[config.mk]
export PLATFORM = sky130hd
export DESIGN_NAME = ext_fifo
export DESIGN_NICKNAME = d
export VERILOG_FILES = /design/src/hw/fifo_pkg.sv /design/src/hw/nobl_pkg.sv /design/src/hw/ext_fifo.sv /design/src/hw/nobl_ctrl.sv /design/src/hw/nobl_data_pipe.sv /design/src/hw/word_assembler.sv /design/src/hw/word_splitter.sv
export SDC_FILE = /design/constraint.sdc
export NUM_CORES = 1
export LEC_CHECK = 0
export BUFFER_PORTS_ARGS = -buffer_cell sky130_fd_sc_hd__buf_2
export CORE_MARGIN = 1
export CORE_UTILIZATION = 30
export CTS_CLUSTER_DIAMETER = 150
export DETAILED_ROUTE_END_ITERATION = 16
export MAX_ROUTING_LAYER = met4
export PLACE_DENSITY_LB_ADDON = 0.15
export SLEW_MARGIN = 20
export SYNTH_ARGS = -nofsm -noshare
export SYNTH_HDL_FRONTEND = slang
export SYNTH_HIERARCHICAL = 1
export SYNTH_SLANG_ARGS = --single-unit
export TNS_END_PERCENT = 50
[constraint.sdc]
create_clock -name ext_clk -period 5.3 [get_ports ext_clk]
set_input_delay 1.325 -clock ext_clk [delete_from_list [all_inputs] [get_ports ext_clk]]
set_output_delay 1.325 -clock ext_clk [all_outputs]
set_load 0.05 [all_outputs]
[src/hw/fifo_pkg.sv]
`default_nettype none

package fifo_pkg;

   // User word is two SRAM words wide
   localparam int WORD_W = 36;
   localparam int HALF_W = WORD_W / 2;

   typedef logic [WORD_W-1:0] word_t;   // One user word
   typedef logic [HALF_W-1:0] half_t;   // One SRAM word

   // Operation picked by the controller in a cycle
   typedef enum logic [1:0] {
      CMD_IDLE  = 2'b00,   // Nothing on the bus
      CMD_WRITE = 2'b01,   // Half from splitter into SRAM
      CMD_READ  = 2'b10    // Half from SRAM toward assembler
   } ram_cmd_e;

   // Buffer state as seen by the controller
   typedef struct packed {
      logic half_avail;   // Something ready to leave
      logic room;         // Space even for halves still in flight
   } buf_status_t;

   // Upper half goes to the SRAM first
   function automatic half_t upper_half(input word_t w);
      return w[WORD_W-1:HALF_W];
   endfunction

   function automatic half_t lower_half(input word_t w);
      return w[HALF_W-1:0];
   endfunction

   // Rebuild a user word, upper half first in time
   function automatic word_t join_halves(input half_t hi, input half_t lo);
      return {hi, lo};
   endfunction

endpackage

`default_nettype wire

[src/hw/nobl_pkg.sv]
`default_nettype none

package nobl_pkg;

   // Data follows address by this many clocks, reads and writes alike
   localparam int SRAM_LAT = 2;

   // Active-low control pins of the NoBL part
   typedef struct packed {
      logic we_n;    // Write enable
      logic cen_n;   // Clock enable
      logic ld_n;    // Address load
      logic oe_n;    // Output enable
      logic ce1_n;   // Chip enable
   } sram_ctl_t;

   // Everything released
   localparam sram_ctl_t SRAM_CTL_IDLE = '{
      we_n: 1'b1, cen_n: 1'b1, ld_n: 1'b1, oe_n: 1'b1, ce1_n: 1'b1
   };

   // Load a write address, SRAM keeps its outputs off
   localparam sram_ctl_t SRAM_CTL_WRITE = '{
      we_n: 1'b0, cen_n: 1'b0, ld_n: 1'b0, oe_n: 1'b1, ce1_n: 1'b0
   };

   // Load a read address, data comes back SRAM_LAT later
   localparam sram_ctl_t SRAM_CTL_READ = '{
      we_n: 1'b1, cen_n: 1'b0, ld_n: 1'b0, oe_n: 1'b0, ce1_n: 1'b0
   };

endpackage

`default_nettype wire

[src/hw/ext_fifo.sv]
`timescale 1ns/1ps
`default_nettype none

module ext_fifo
   import fifo_pkg::*;
   import nobl_pkg::*;
#(
   parameter int RAM_DEPTH = 19,   // SRAM address bits
   parameter int BUF_LOG2  = 4     // On-chip buffers, log2 words
) (
   input  wire                  ext_clk,
   input  wire                  rst_n_i,
   input  wire word_t           datain_i,
   input  wire                  src_rdy_i,    // Write
   input  wire                  dst_rdy_i,    // Read
   output logic                 dst_rdy_o,    // Not full
   output logic                 src_rdy_o,    // Not empty
   output word_t                dataout_o,
   output sram_ctl_t            sram_ctl_o,
   output logic [RAM_DEPTH-1:0] ram_a_o,
   input  wire half_t           ram_d_i,
   output half_t                ram_d_o,
   output logic                 ram_d_oe_o
);

   buf_status_t split_status;
   half_t       split_half;
   logic        take;
   buf_status_t asm_status;
   ram_cmd_e    cmd;
   half_t       wr_half;
   half_t       rd_half;
   logic        rd_valid;

   // User words in, halves out
   word_splitter #(.BUF_LOG2(BUF_LOG2)) u_splitter (
      .ext_clk    (ext_clk),
      .rst_n_i    (rst_n_i),
      .wr_word_i  (datain_i),
      .wr_en_i    (src_rdy_i),
      .not_full_o (dst_rdy_o),
      .take_i     (take),
      .status_o   (split_status),
      .half_o     (split_half)
   );

   // Arbiter, pointers and address pins
   nobl_ctrl #(.RAM_DEPTH(RAM_DEPTH)) u_ctrl (
      .ext_clk        (ext_clk),
      .rst_n_i        (rst_n_i),
      .split_status_i (split_status),
      .split_half_i   (split_half),
      .take_o         (take),
      .asm_status_i   (asm_status),
      .cmd_o          (cmd),
      .wr_half_o      (wr_half),
      .sram_ctl_o     (sram_ctl_o),
      .ram_a_o        (ram_a_o)
   );

   // Data bus timing
   nobl_data_pipe u_data_pipe (
      .ext_clk    (ext_clk),
      .rst_n_i    (rst_n_i),
      .cmd_i      (cmd),
      .wr_half_i  (wr_half),
      .ram_d_i    (ram_d_i),
      .ram_d_o    (ram_d_o),
      .ram_d_oe_o (ram_d_oe_o),
      .rd_half_o  (rd_half),
      .rd_valid_o (rd_valid)
   );

   // Halves in, fall-through words out
   word_assembler #(.BUF_LOG2(BUF_LOG2)) u_assembler (
      .ext_clk      (ext_clk),
      .rst_n_i      (rst_n_i),
      .half_i       (rd_half),
      .half_valid_i (rd_valid),
      .rd_en_i      (dst_rdy_i),
      .word_o       (dataout_o),
      .not_empty_o  (src_rdy_o),
      .status_o     (asm_status)
   );

endmodule

`default_nettype wire

[src/hw/nobl_ctrl.sv]
`timescale 1ns/1ps
`default_nettype none

module nobl_ctrl
   import fifo_pkg::*;
   import nobl_pkg::*;
#(
   parameter int RAM_DEPTH = 19   // SRAM address bits
) (
   input  wire                  ext_clk,
   input  wire                  rst_n_i,
   input  wire buf_status_t     split_status_i,
   input  wire half_t           split_half_i,
   output logic                 take_o,         // Splitter half consumed
   input  wire buf_status_t     asm_status_i,
   output ram_cmd_e             cmd_o,          // In step with the pins
   output half_t                wr_half_o,      // In step with the pins
   output sram_ctl_t            sram_ctl_o,
   output logic [RAM_DEPTH-1:0] ram_a_o
);

   logic [RAM_DEPTH-1:0] wr_ptr_q;    // Next SRAM word to write
   logic [RAM_DEPTH-1:0] rd_ptr_q;    // Next SRAM word to read
   logic [RAM_DEPTH:0]   occ_q;       // Halves stored, 0 .. 2^RAM_DEPTH
   logic                 rd_prio_q;   // Read wins the next tie
   logic                 can_wr;
   logic                 can_rd;
   ram_cmd_e             cmd_d;

   // MSB of occupancy set only when every location holds data
   assign can_wr = split_status_i.half_avail & ~occ_q[RAM_DEPTH];
   // Assembler room already covers reads in the pipe
   assign can_rd = (occ_q != '0) & asm_status_i.room;

   // One command per cycle, ties alternate
   always_comb begin
      cmd_d = CMD_IDLE;
      if (can_wr && can_rd) begin
         cmd_d = rd_prio_q ? CMD_READ : CMD_WRITE;
      end else if (can_wr) begin
         cmd_d = CMD_WRITE;
      end else if (can_rd) begin
         cmd_d = CMD_READ;
      end
   end

   assign take_o = (cmd_d == CMD_WRITE);   // Splitter steps on the same edge

   always_ff @(posedge ext_clk) begin
      if (!rst_n_i) begin
         sram_ctl_o <= SRAM_CTL_IDLE;
         ram_a_o    <= '0;
         cmd_o      <= CMD_IDLE;
         wr_ptr_q   <= '0;
         rd_ptr_q   <= '0;
         occ_q      <= '0;
         rd_prio_q  <= 1'b0;
      end else begin
         cmd_o <= cmd_d;
         case (cmd_d)
            CMD_WRITE: begin
               sram_ctl_o <= SRAM_CTL_WRITE;
               ram_a_o    <= wr_ptr_q;
               wr_ptr_q   <= wr_ptr_q + 1'b1;   // Circular buffer
               occ_q      <= occ_q + 1'b1;
               rd_prio_q  <= 1'b1;              // Reads get the next tie
            end
            CMD_READ: begin
               sram_ctl_o <= SRAM_CTL_READ;
               ram_a_o    <= rd_ptr_q;
               rd_ptr_q   <= rd_ptr_q + 1'b1;
               occ_q      <= occ_q - 1'b1;
               rd_prio_q  <= 1'b0;              // Writes get the next tie
            end
            default: begin
               sram_ctl_o <= SRAM_CTL_IDLE;     // Address held
            end
         endcase
      end
   end

   // Write half rides along with its address
   always_ff @(posedge ext_clk) begin
      if (cmd_d == CMD_WRITE) begin
         wr_half_o <= split_half_i;
      end
   end

endmodule

`default_nettype wire

[src/hw/nobl_data_pipe.sv]
`timescale 1ns/1ps
`default_nettype none

module nobl_data_pipe
   import fifo_pkg::*;
   import nobl_pkg::*;
(
   input  wire           ext_clk,
   input  wire           rst_n_i,
   input  wire ram_cmd_e cmd_i,        // Command as it leaves on the pins
   input  wire half_t    wr_half_i,
   input  wire half_t    ram_d_i,      // Data pins in
   output half_t         ram_d_o,      // Data pins out
   output logic          ram_d_oe_o,   // Drive the data pins
   output half_t         rd_half_o,
   output logic          rd_valid_o
);

   // Decoded command per stage
   typedef struct packed {
      logic wr;
      logic rd;
   } stage_t;

   stage_t stage_q [SRAM_LAT];
   half_t  data_q  [SRAM_LAT];

   // Last stage lines up with the SRAM data phase
   assign ram_d_o    = data_q[SRAM_LAT-1];
   assign ram_d_oe_o = stage_q[SRAM_LAT-1].wr;

   always_ff @(posedge ext_clk) begin
      if (!rst_n_i) begin
         for (int k = 0; k < SRAM_LAT; k++) begin
            stage_q[k] <= '0;
         end
         rd_valid_o <= 1'b0;
      end else begin
         stage_q[0].wr <= (cmd_i == CMD_WRITE);
         stage_q[0].rd <= (cmd_i == CMD_READ);
         for (int k = 1; k < SRAM_LAT; k++) begin
            stage_q[k] <= stage_q[k-1];    // Several commands in flight
         end
         rd_valid_o <= stage_q[SRAM_LAT-1].rd;   // One pulse per read
      end
   end

   // Write data shifts beside its command
   always_ff @(posedge ext_clk) begin
      data_q[0] <= wr_half_i;
      for (int k = 1; k < SRAM_LAT; k++) begin
         data_q[k] <= data_q[k-1];
      end
   end

   // Sample the bus in the read data phase
   always_ff @(posedge ext_clk) begin
      if (stage_q[SRAM_LAT-1].rd) begin
         rd_half_o <= ram_d_i;
      end
   end

endmodule

`default_nettype wire

[src/hw/word_assembler.sv]
`timescale 1ns/1ps
`default_nettype none

module word_assembler
   import fifo_pkg::*;
   import nobl_pkg::*;
#(
   parameter int BUF_LOG2 = 4   // log2 of depth in user words
) (
   input  wire         ext_clk,
   input  wire         rst_n_i,
   input  wire half_t  half_i,        // Half back from the SRAM
   input  wire         half_valid_i,
   input  wire         rd_en_i,       // Read strobe
   output word_t       word_o,        // Fall-through head word
   output logic        not_empty_o,
   output buf_status_t status_o
);

   localparam int unsigned DEPTH      = 2 ** BUF_LOG2;
   localparam int unsigned CAP_HALVES = 2 * DEPTH;
   // Reads issued but not yet landed here
   // Controller register, SRAM pipe, capture register
   localparam int unsigned IN_FLIGHT  = SRAM_LAT + 2;

   word_t               mem_q [DEPTH];
   half_t               hi_q;            // Upper half waiting for its partner
   logic [BUF_LOG2-1:0] wr_ptr_q;
   logic [BUF_LOG2-1:0] rd_ptr_q;
   logic [BUF_LOG2:0]   count_q;         // Whole words held
   logic                lo_next_q;       // Next half in is a lower half
   logic                push;
   logic                pop;
   logic [BUF_LOG2+1:0] used_halves;
   logic [BUF_LOG2+1:0] free_halves;

   assign push = half_valid_i & lo_next_q;   // Word complete
   assign pop  = rd_en_i & not_empty_o;      // Reads while empty are dropped

   assign not_empty_o = (count_q != '0);
   assign word_o      = mem_q[rd_ptr_q];     // No register on the way out

   // Two halves per word plus a pending upper half
   assign used_halves = {count_q, lo_next_q};
   assign free_halves = (BUF_LOG2+2)'(CAP_HALVES) - used_halves;

   assign status_o.half_avail = not_empty_o;
   assign status_o.room       = (free_halves > (BUF_LOG2+2)'(IN_FLIGHT + 1));

   // Upper half parks here until the lower one shows up
   always_ff @(posedge ext_clk) begin
      if (half_valid_i && !lo_next_q) begin
         hi_q <= half_i;
      end
   end

   always_ff @(posedge ext_clk) begin
      if (push) begin
         mem_q[wr_ptr_q] <= join_halves(hi_q, half_i);
      end
   end

   always_ff @(posedge ext_clk) begin
      if (!rst_n_i) begin
         wr_ptr_q  <= '0;
         rd_ptr_q  <= '0;
         count_q   <= '0;
         lo_next_q <= 1'b0;
      end else begin
         if (half_valid_i) begin
            lo_next_q <= ~lo_next_q;
         end
         if (push) begin
            wr_ptr_q <= wr_ptr_q + 1'b1;
         end
         if (pop) begin
            rd_ptr_q <= rd_ptr_q + 1'b1;
         end
         case ({push, pop})
            2'b10:   count_q <= count_q + 1'b1;
            2'b01:   count_q <= count_q - 1'b1;
            default: count_q <= count_q;
         endcase
      end
   end

endmodule

`default_nettype wire

[src/hw/word_splitter.sv]
`timescale 1ns/1ps
`default_nettype none

module word_splitter
   import fifo_pkg::*;
#(
   parameter int BUF_LOG2 = 4   // log2 of depth in user words
) (
   input  wire         ext_clk,
   input  wire         rst_n_i,
   input  wire word_t  wr_word_i,    // User word in
   input  wire         wr_en_i,      // Write strobe
   output logic        not_full_o,
   input  wire         take_i,       // Controller consumed half_o
   output buf_status_t status_o,
   output half_t       half_o        // Half offered to the SRAM side
);

   localparam int unsigned DEPTH = 2 ** BUF_LOG2;

   word_t               mem_q [DEPTH];   // Word storage
   logic [BUF_LOG2-1:0] wr_ptr_q;
   logic [BUF_LOG2-1:0] rd_ptr_q;
   logic [BUF_LOG2:0]   count_q;         // Whole words held
   logic                lo_sel_q;        // Lower half of head word is next
   logic                push;
   logic                pop;
   word_t               head;

   assign not_full_o = (count_q != (BUF_LOG2+1)'(DEPTH));
   assign push       = wr_en_i & not_full_o;   // Writes while full are dropped
   assign pop        = take_i & lo_sel_q;      // Word retires with its lower half

   // Head word, upper half first
   assign head   = mem_q[rd_ptr_q];
   assign half_o = lo_sel_q ? lower_half(head) : upper_half(head);

   assign status_o.half_avail = (count_q != '0);
   assign status_o.room       = not_full_o;

   // Storage
   always_ff @(posedge ext_clk) begin
      if (push) begin
         mem_q[wr_ptr_q] <= wr_word_i;
      end
   end

   always_ff @(posedge ext_clk) begin
      if (!rst_n_i) begin
         wr_ptr_q <= '0;
         rd_ptr_q <= '0;
         count_q  <= '0;
         lo_sel_q <= 1'b0;
      end else begin
         if (push) begin
            wr_ptr_q <= wr_ptr_q + 1'b1;   // Wraps at DEPTH
         end
         if (take_i) begin
            lo_sel_q <= ~lo_sel_q;          // Upper, lower, upper ...
         end
         if (pop) begin
            rd_ptr_q <= rd_ptr_q + 1'b1;
         end
         case ({push, pop})
            2'b10:   count_q <= count_q + 1'b1;
            2'b01:   count_q <= count_q - 1'b1;
            default: count_q <= count_q;    // Both or neither
         endcase
      end
   end

endmodule

`default_nettype wire
==> flow_metrics.py, run 1 <==
metrics = {
    "setup_path": {
        "cp_slowest_cell": "dfxtp_4",
        "required_ns": 3.97,
        "r2r_start": "u_assembler/count_q[1]",
        "crit_path_end_kind": "output pin",
        "worstSetupPathType": "flip-flop to output pin",
        "cp_top_family": "multiplexers",
        "slowest_delay_ns": 0.77,
        "arrival_ns": 3.29,
        "path_buf_inv": 2,
        "path_max_fanout": 33,
        "crit_chain": "buf_12, mux4_2, mux4_2, buf_2",
        "critPathLaunchType": "flip-flop",
        "critical_path.most_common_cell": "mux4_2",
    },
    "clocking": {
        "cts_setup_buffers": 0,
        "cts_resized": 0,
        "cts.clk_slew.worst_paths_ns": 0.06,
        "cts_tree": "yes",
        "numCtsBuffers": 152,
        "clk_path_buf_depth": 3,
        "root_buffer": "clkbuf_16",
        "hold_buffers": 0,
        "cts_sinks": 1366,
        "htreeDepth": 4,
        "clk_latency_ns": 0.79,
    },
    "final_layout": {
        "layout_common_cells": "edfxtp_1, mux2i_1, mux4_2",
        "drive_gt1_share_pct": 21.4,
        "nFillCells": 16214,
        "final_common_cell": "edfxtp_1",
        "fin_cells": 5501,
        "final_nets": 3143,
        "area_delta_synth_final_pct": 16.2,
        "post-route-util_pct": 35.2,
    },
    "synth": {
        "syn_avg_cell_area_um2": 18.6,
        "syn_nets": 2942,
        "synth_cells": 2843,
        "yosysWarnings": 6,
        "synth_area_um2": 52900,
    },
    "drt": {
        "post_drt_wl_per_cell_um": 24.3,
        "routed_wl_um": 133000,
        "ant_nets": 0,
        "initialDrtViolationCount": 1826,
        "post-route-drc-count": 0,
        "vias_per_cell": 4.80,
        "vias": 26406,
        "drt_first_pass_iters": 5,
    },
    "min_path": {
        "hold_path_class": "flip-flop to flip-flop",
        "min-delay-start": "u_data_pipe/data_q[0][2]",
    },
    "place": {
        "io_buffers": 138,
        "place_inst": 5215,
        "gp_congestion": 0.744,
        "hpwl_um": 75800,
    },
    "sta": {
        "fmax_ghz": 0.217,
        "rsz0062_at_grt": "no",
        "fin_tns_setup_ns": 0,
        "finClkSkew_ns": 0.0587,
        "maxSlewHeadroom_pct": 26.8,
        "setup_viol": 0,
        "hold_viol": 0,
        "tightest_slew_ns": 1.09,
        "maxSlewViolCount": 0,
        "min_period_ns": 4.62,
        "finalCritPeriodShare_pct": 87.1,
    },
    "global_route": {
        "first_global_vias": 27586,
        "grt_max_degree": 72,
        "grt_pass1_wl_um": 194000,
        "track_usage_pct": 15.4,
        "antenna_found_initial": 16,
        "grt.overflow.total": 0,
    },
    "die": {
        "core_area_um2": 174000,
        "dieArea_um2": 178000,
        "io_pins": 139,
        "dieWidth_um": 422,
        "start_util_pct": 30.3,
        "rows": 153,
        "die_h_um": 422,
    },
    "run_status": {
        "status": "completed",
    },
    "pwr": {
        "power.leakage_uw": 0.0190,
        "max-vdd-ir-drop_v": 0.000319,
        "powerDensity_nw_per_um2": 424,
    },
    "job": {
        "maxCapViolations": 0,
    },
}
-- area by class of cell --
type | count | area, um^2 | area share, %
Antenna cell | 10 | 25.0 | 0.0407
Clock buffer | 198 | 4100 | 6.67
Clock inverter | 78 | 743 | 1.21
Inverter | 30 | 113 | 0.183
Multi-Input combinational cell | 1282 | 12700 | 20.7
Sequential cell | 1366 | 39400 | 64.2
Tap cell | 2325 | 2910 | 4.74
Timing Repair Buffer | 212 | 1410 | 2.30
-- stage by stage --
stage	instance area, um^2	hold WS, ns	power [uW]	worst slack (ns)
after CTS	61400	0.325	26500	0.489
after floorplan	52900	0.310	15300	0.590
after global routing	61400	0.337	27200	0.474
after detailed placement	56600	0.314	16200	1.06
after global placement	56500	0.311	16200	1.03
final	61400	0.325	26000	0.684
-- metal layers --
metal  routed length (um)  track usage, %
met1                56300            18.4
met2                69700            26.8
met3                 4870            2.80
met4                 2630            3.91
met5                    0               -
-- flip-flops by register name, summed over array words and instances (netlist names), 5 cells and up, named ones only --
register	cells
u_splitter/mem_q	576
u_ctrl/occ_q	20
u_ctrl/ram_a_o	19
u_ctrl/wr_ptr_q	19
u_data_pipe/data_q	36
u_assembler/hi_q	18
u_data_pipe/rd_half_o	18
u_assembler/mem_q	576
u_ctrl/rd_ptr_q	19
u_assembler/count_q	5
u_splitter/count_q	5
u_ctrl/wr_half_o	18
-- report_power, final --
group | switching [uW] | total, uW | internal, uW
clock | 4320 | 10100 | 5800
combinational | 2150 | 3690 | 1540
sequential | 283 | 12200 | 11900
total | 6750 | 26000 | 19300
-- path summary, 6_finish.rpt --
kind,end,slack [ns],depth (start not counted)
worst min-delay path,u_data_pipe/data_q[0][20],0.33,0
worst max-delay path,dataout_o[21],0.68,4
worst min register to register,u_data_pipe/data_q[0][20],0.33,0
worst max register to register,u_ctrl/occ_q[19],1.00,15
(Power assumes the default switching activity.)
==> inputs of run 2 (changes only) <==
Clock period 5.3 ns to 5.93 ns, I/O delays scaled along.
==> run 2 against run 1 <==
Die area unchanged. Clock-buffer cell count down 3. Sequential cell count unchanged. First-iteration DRC count up 3.5%. Clock skew up 0.0020 ns. Utilization up 0.12 points.
==> flow_metrics.py, run 2 (synthesis gave the netlist of run 1 again) <==
metrics = {
    "sta": {
        "finalWorstSetupSlack_ns": 0.974,
        "fmax_ghz": 0.202,
        "rsz0062_at_grt": "no",
        "min_period_ns": 4.96,
        "maxSlewHeadroom_pct": 26.1,
        "setup_viol": 0,
        "maxSlewViolCount": 0,
        "finClkSkew_ns": 0.0607,
        "fin_tns_setup_ns": 0,
        "finalCritPeriodShare_pct": 83.6,
        "hold_viol": 0,
        "tightest_slew_ns": 1.11,
    },
    "place": {
        "place_inst": 5205,
        "gp_congestion": 0.771,
        "io_buffers": 138,
        "place_ws_ns": 1.56,
        "hpwl_um": 73300,
    },
    "final_layout": {
        "area_delta_synth_final_pct": 16.5,
        "final_common_cell": "edfxtp_1",
        "fin_cells": 5493,
        "layout_common_cells": "edfxtp_1, mux2i_1, mux4_2",
        "top_regs": "u_assembler/mem_q: 576 flops, u_splitter/mem_q: 576 flops, u_data_pipe/data_q: 36 flops",
        "final_nets": 3134,
        "post-route-util_pct": 35.3,
        "drive_gt1_share_pct": 21.3,
    },
    "die": {
        "die_h_um": 422,
        "start_util_pct": 30.3,
        "rows": 153,
        "core_area_um2": 174000,
        "dieArea_um2": 178000,
        "dieWidth_um": 422,
        "io_pins": 139,
    },
    "clocking": {
        "cts_setup_buffers": 0,
        "root_buffer": "clkbuf_16",
        "cts_tree": "yes",
        "numCtsBuffers": 152,
        "clk_path_buf_depth": 3,
        "cts_sinks": 1366,
        "cts.clk_slew.worst_paths_ns": 0.06,
        "hold_buffers": 0,
        "clk_latency_ns": 0.81,
        "cts_resized": 0,
        "htreeDepth": 4,
    },
    "drt": {
        "ant_nets": 0,
        "initialDrtViolationCount": 1889,
        "post_drt_wl_per_cell_um": 24.8,
        "vias_per_cell": 4.83,
        "post-route-drc-count": 0,
        "vias": 26525,
        "drt_first_pass_iters": 5,
        "routed_wl_um": 136000,
    },
    "pwr": {
        "powerDensity_nw_per_um2": 386,
        "power.leakage_uw": 0.0190,
        "max-vdd-ir-drop_v": 0.000281,
    },
    "setup_path": {
        "arrival_ns": 3.47,
        "critical_path.most_common_cell": "mux4_2",
        "required_ns": 4.45,
        "path_buf_inv": 2,
        "crit_chain": "buf_4, mux4_2, mux4_2, buf_2",
        "worstSetupPathType": "flip-flop to output pin",
        "crit_path_end_kind": "output pin",
        "path_max_fanout": 30,
        "slowest_delay_ns": 0.78,
        "cp_top_family": "multiplexers",
        "critPathLaunchType": "flip-flop",
        "cp_slowest_cell": "dfxtp_4",
    },
    "global_route": {
        "track_usage_pct": 15.8,
        "grt_use_met3_pct": 3.03,
        "met2_usage_pct": 27.8,
        "first_global_vias": 28112,
        "antenna_found_initial": 16,
        "grtUsageMet1_pct": 18.1,
        "grt_pass1_wl_um": 197000,
        "grt_max_degree": 82,
        "grt.busiest_layer": "met2",
        "grt.overflow.total": 0,
    },
    "job": {
        "maxCapViolations": 0,
    },
    "min_path": {
        "hold_path_class": "flip-flop to flip-flop",
    },
    "run_status": {
        "status": "completed",
    },
}
## run 2: changes by cell type in the layout (fill, tap and decap cells not counted), sizes merged
cell	previous run	this run
inv	37	34
clkbuf	198	195
buf	212	203
clkinv	64	58
bufinv	6	18
diode	10	11
## run 2: metal layers
metal  up-vias  routed length [um]
li1      11766                   -
met1     14021               55200
met2       519               72100
met3       219                5640
met4         0                3220
met5         -                   0
## run 2: final timing paths
kind	from	end	slack, ns	cells after the start
max	flip-flop	dataout_o[6]	0.97	4
min reg2reg	u_ctrl/wr_half_o[10]	u_data_pipe/data_q[0][10]	0.32	0
min	u_ctrl/wr_half_o[10]	u_data_pipe/data_q[0][10]	0.32	0
max reg2reg	u_assembler/count_q[1]	u_splitter/count_q[2]	1.58	16
## run 2: report_power, final
group / leakage [uW] / switching (uW) / total, uW / internal [uW]
logic: 0.00438 / 1920 / 3280 / 1360
clock network: 0.00248 / 3950 / 9600 / 5650
registers: 0.0122 / 259 / 10900 / 10700
## run 2: metrics by stage
stage	cell area [um^2]	total power, uW	hold WS, ns
2_1_floorplan	52900	13700	0.310
4_1_cts	61600	24200	0.331
5_1_grt	61600	24800	0.336
6_report	61600	23800	0.324
3_3_place_gp	56400	14400	0.323
3_5_place_dp	56400	14500	0.315
## run 2: layout make-up
type | count | area, um^2
antenna | 11 | 27.5
clock buffer | 195 | 4030
clock inverter | 81 | 1120
fill | 16197 | 113000
inverter | 30 | 113
multi-input combinational | 1282 | 12700
sequential | 1366 | 39400
tap | 2325 | 2910
timing repair buffer | 203 | 1310
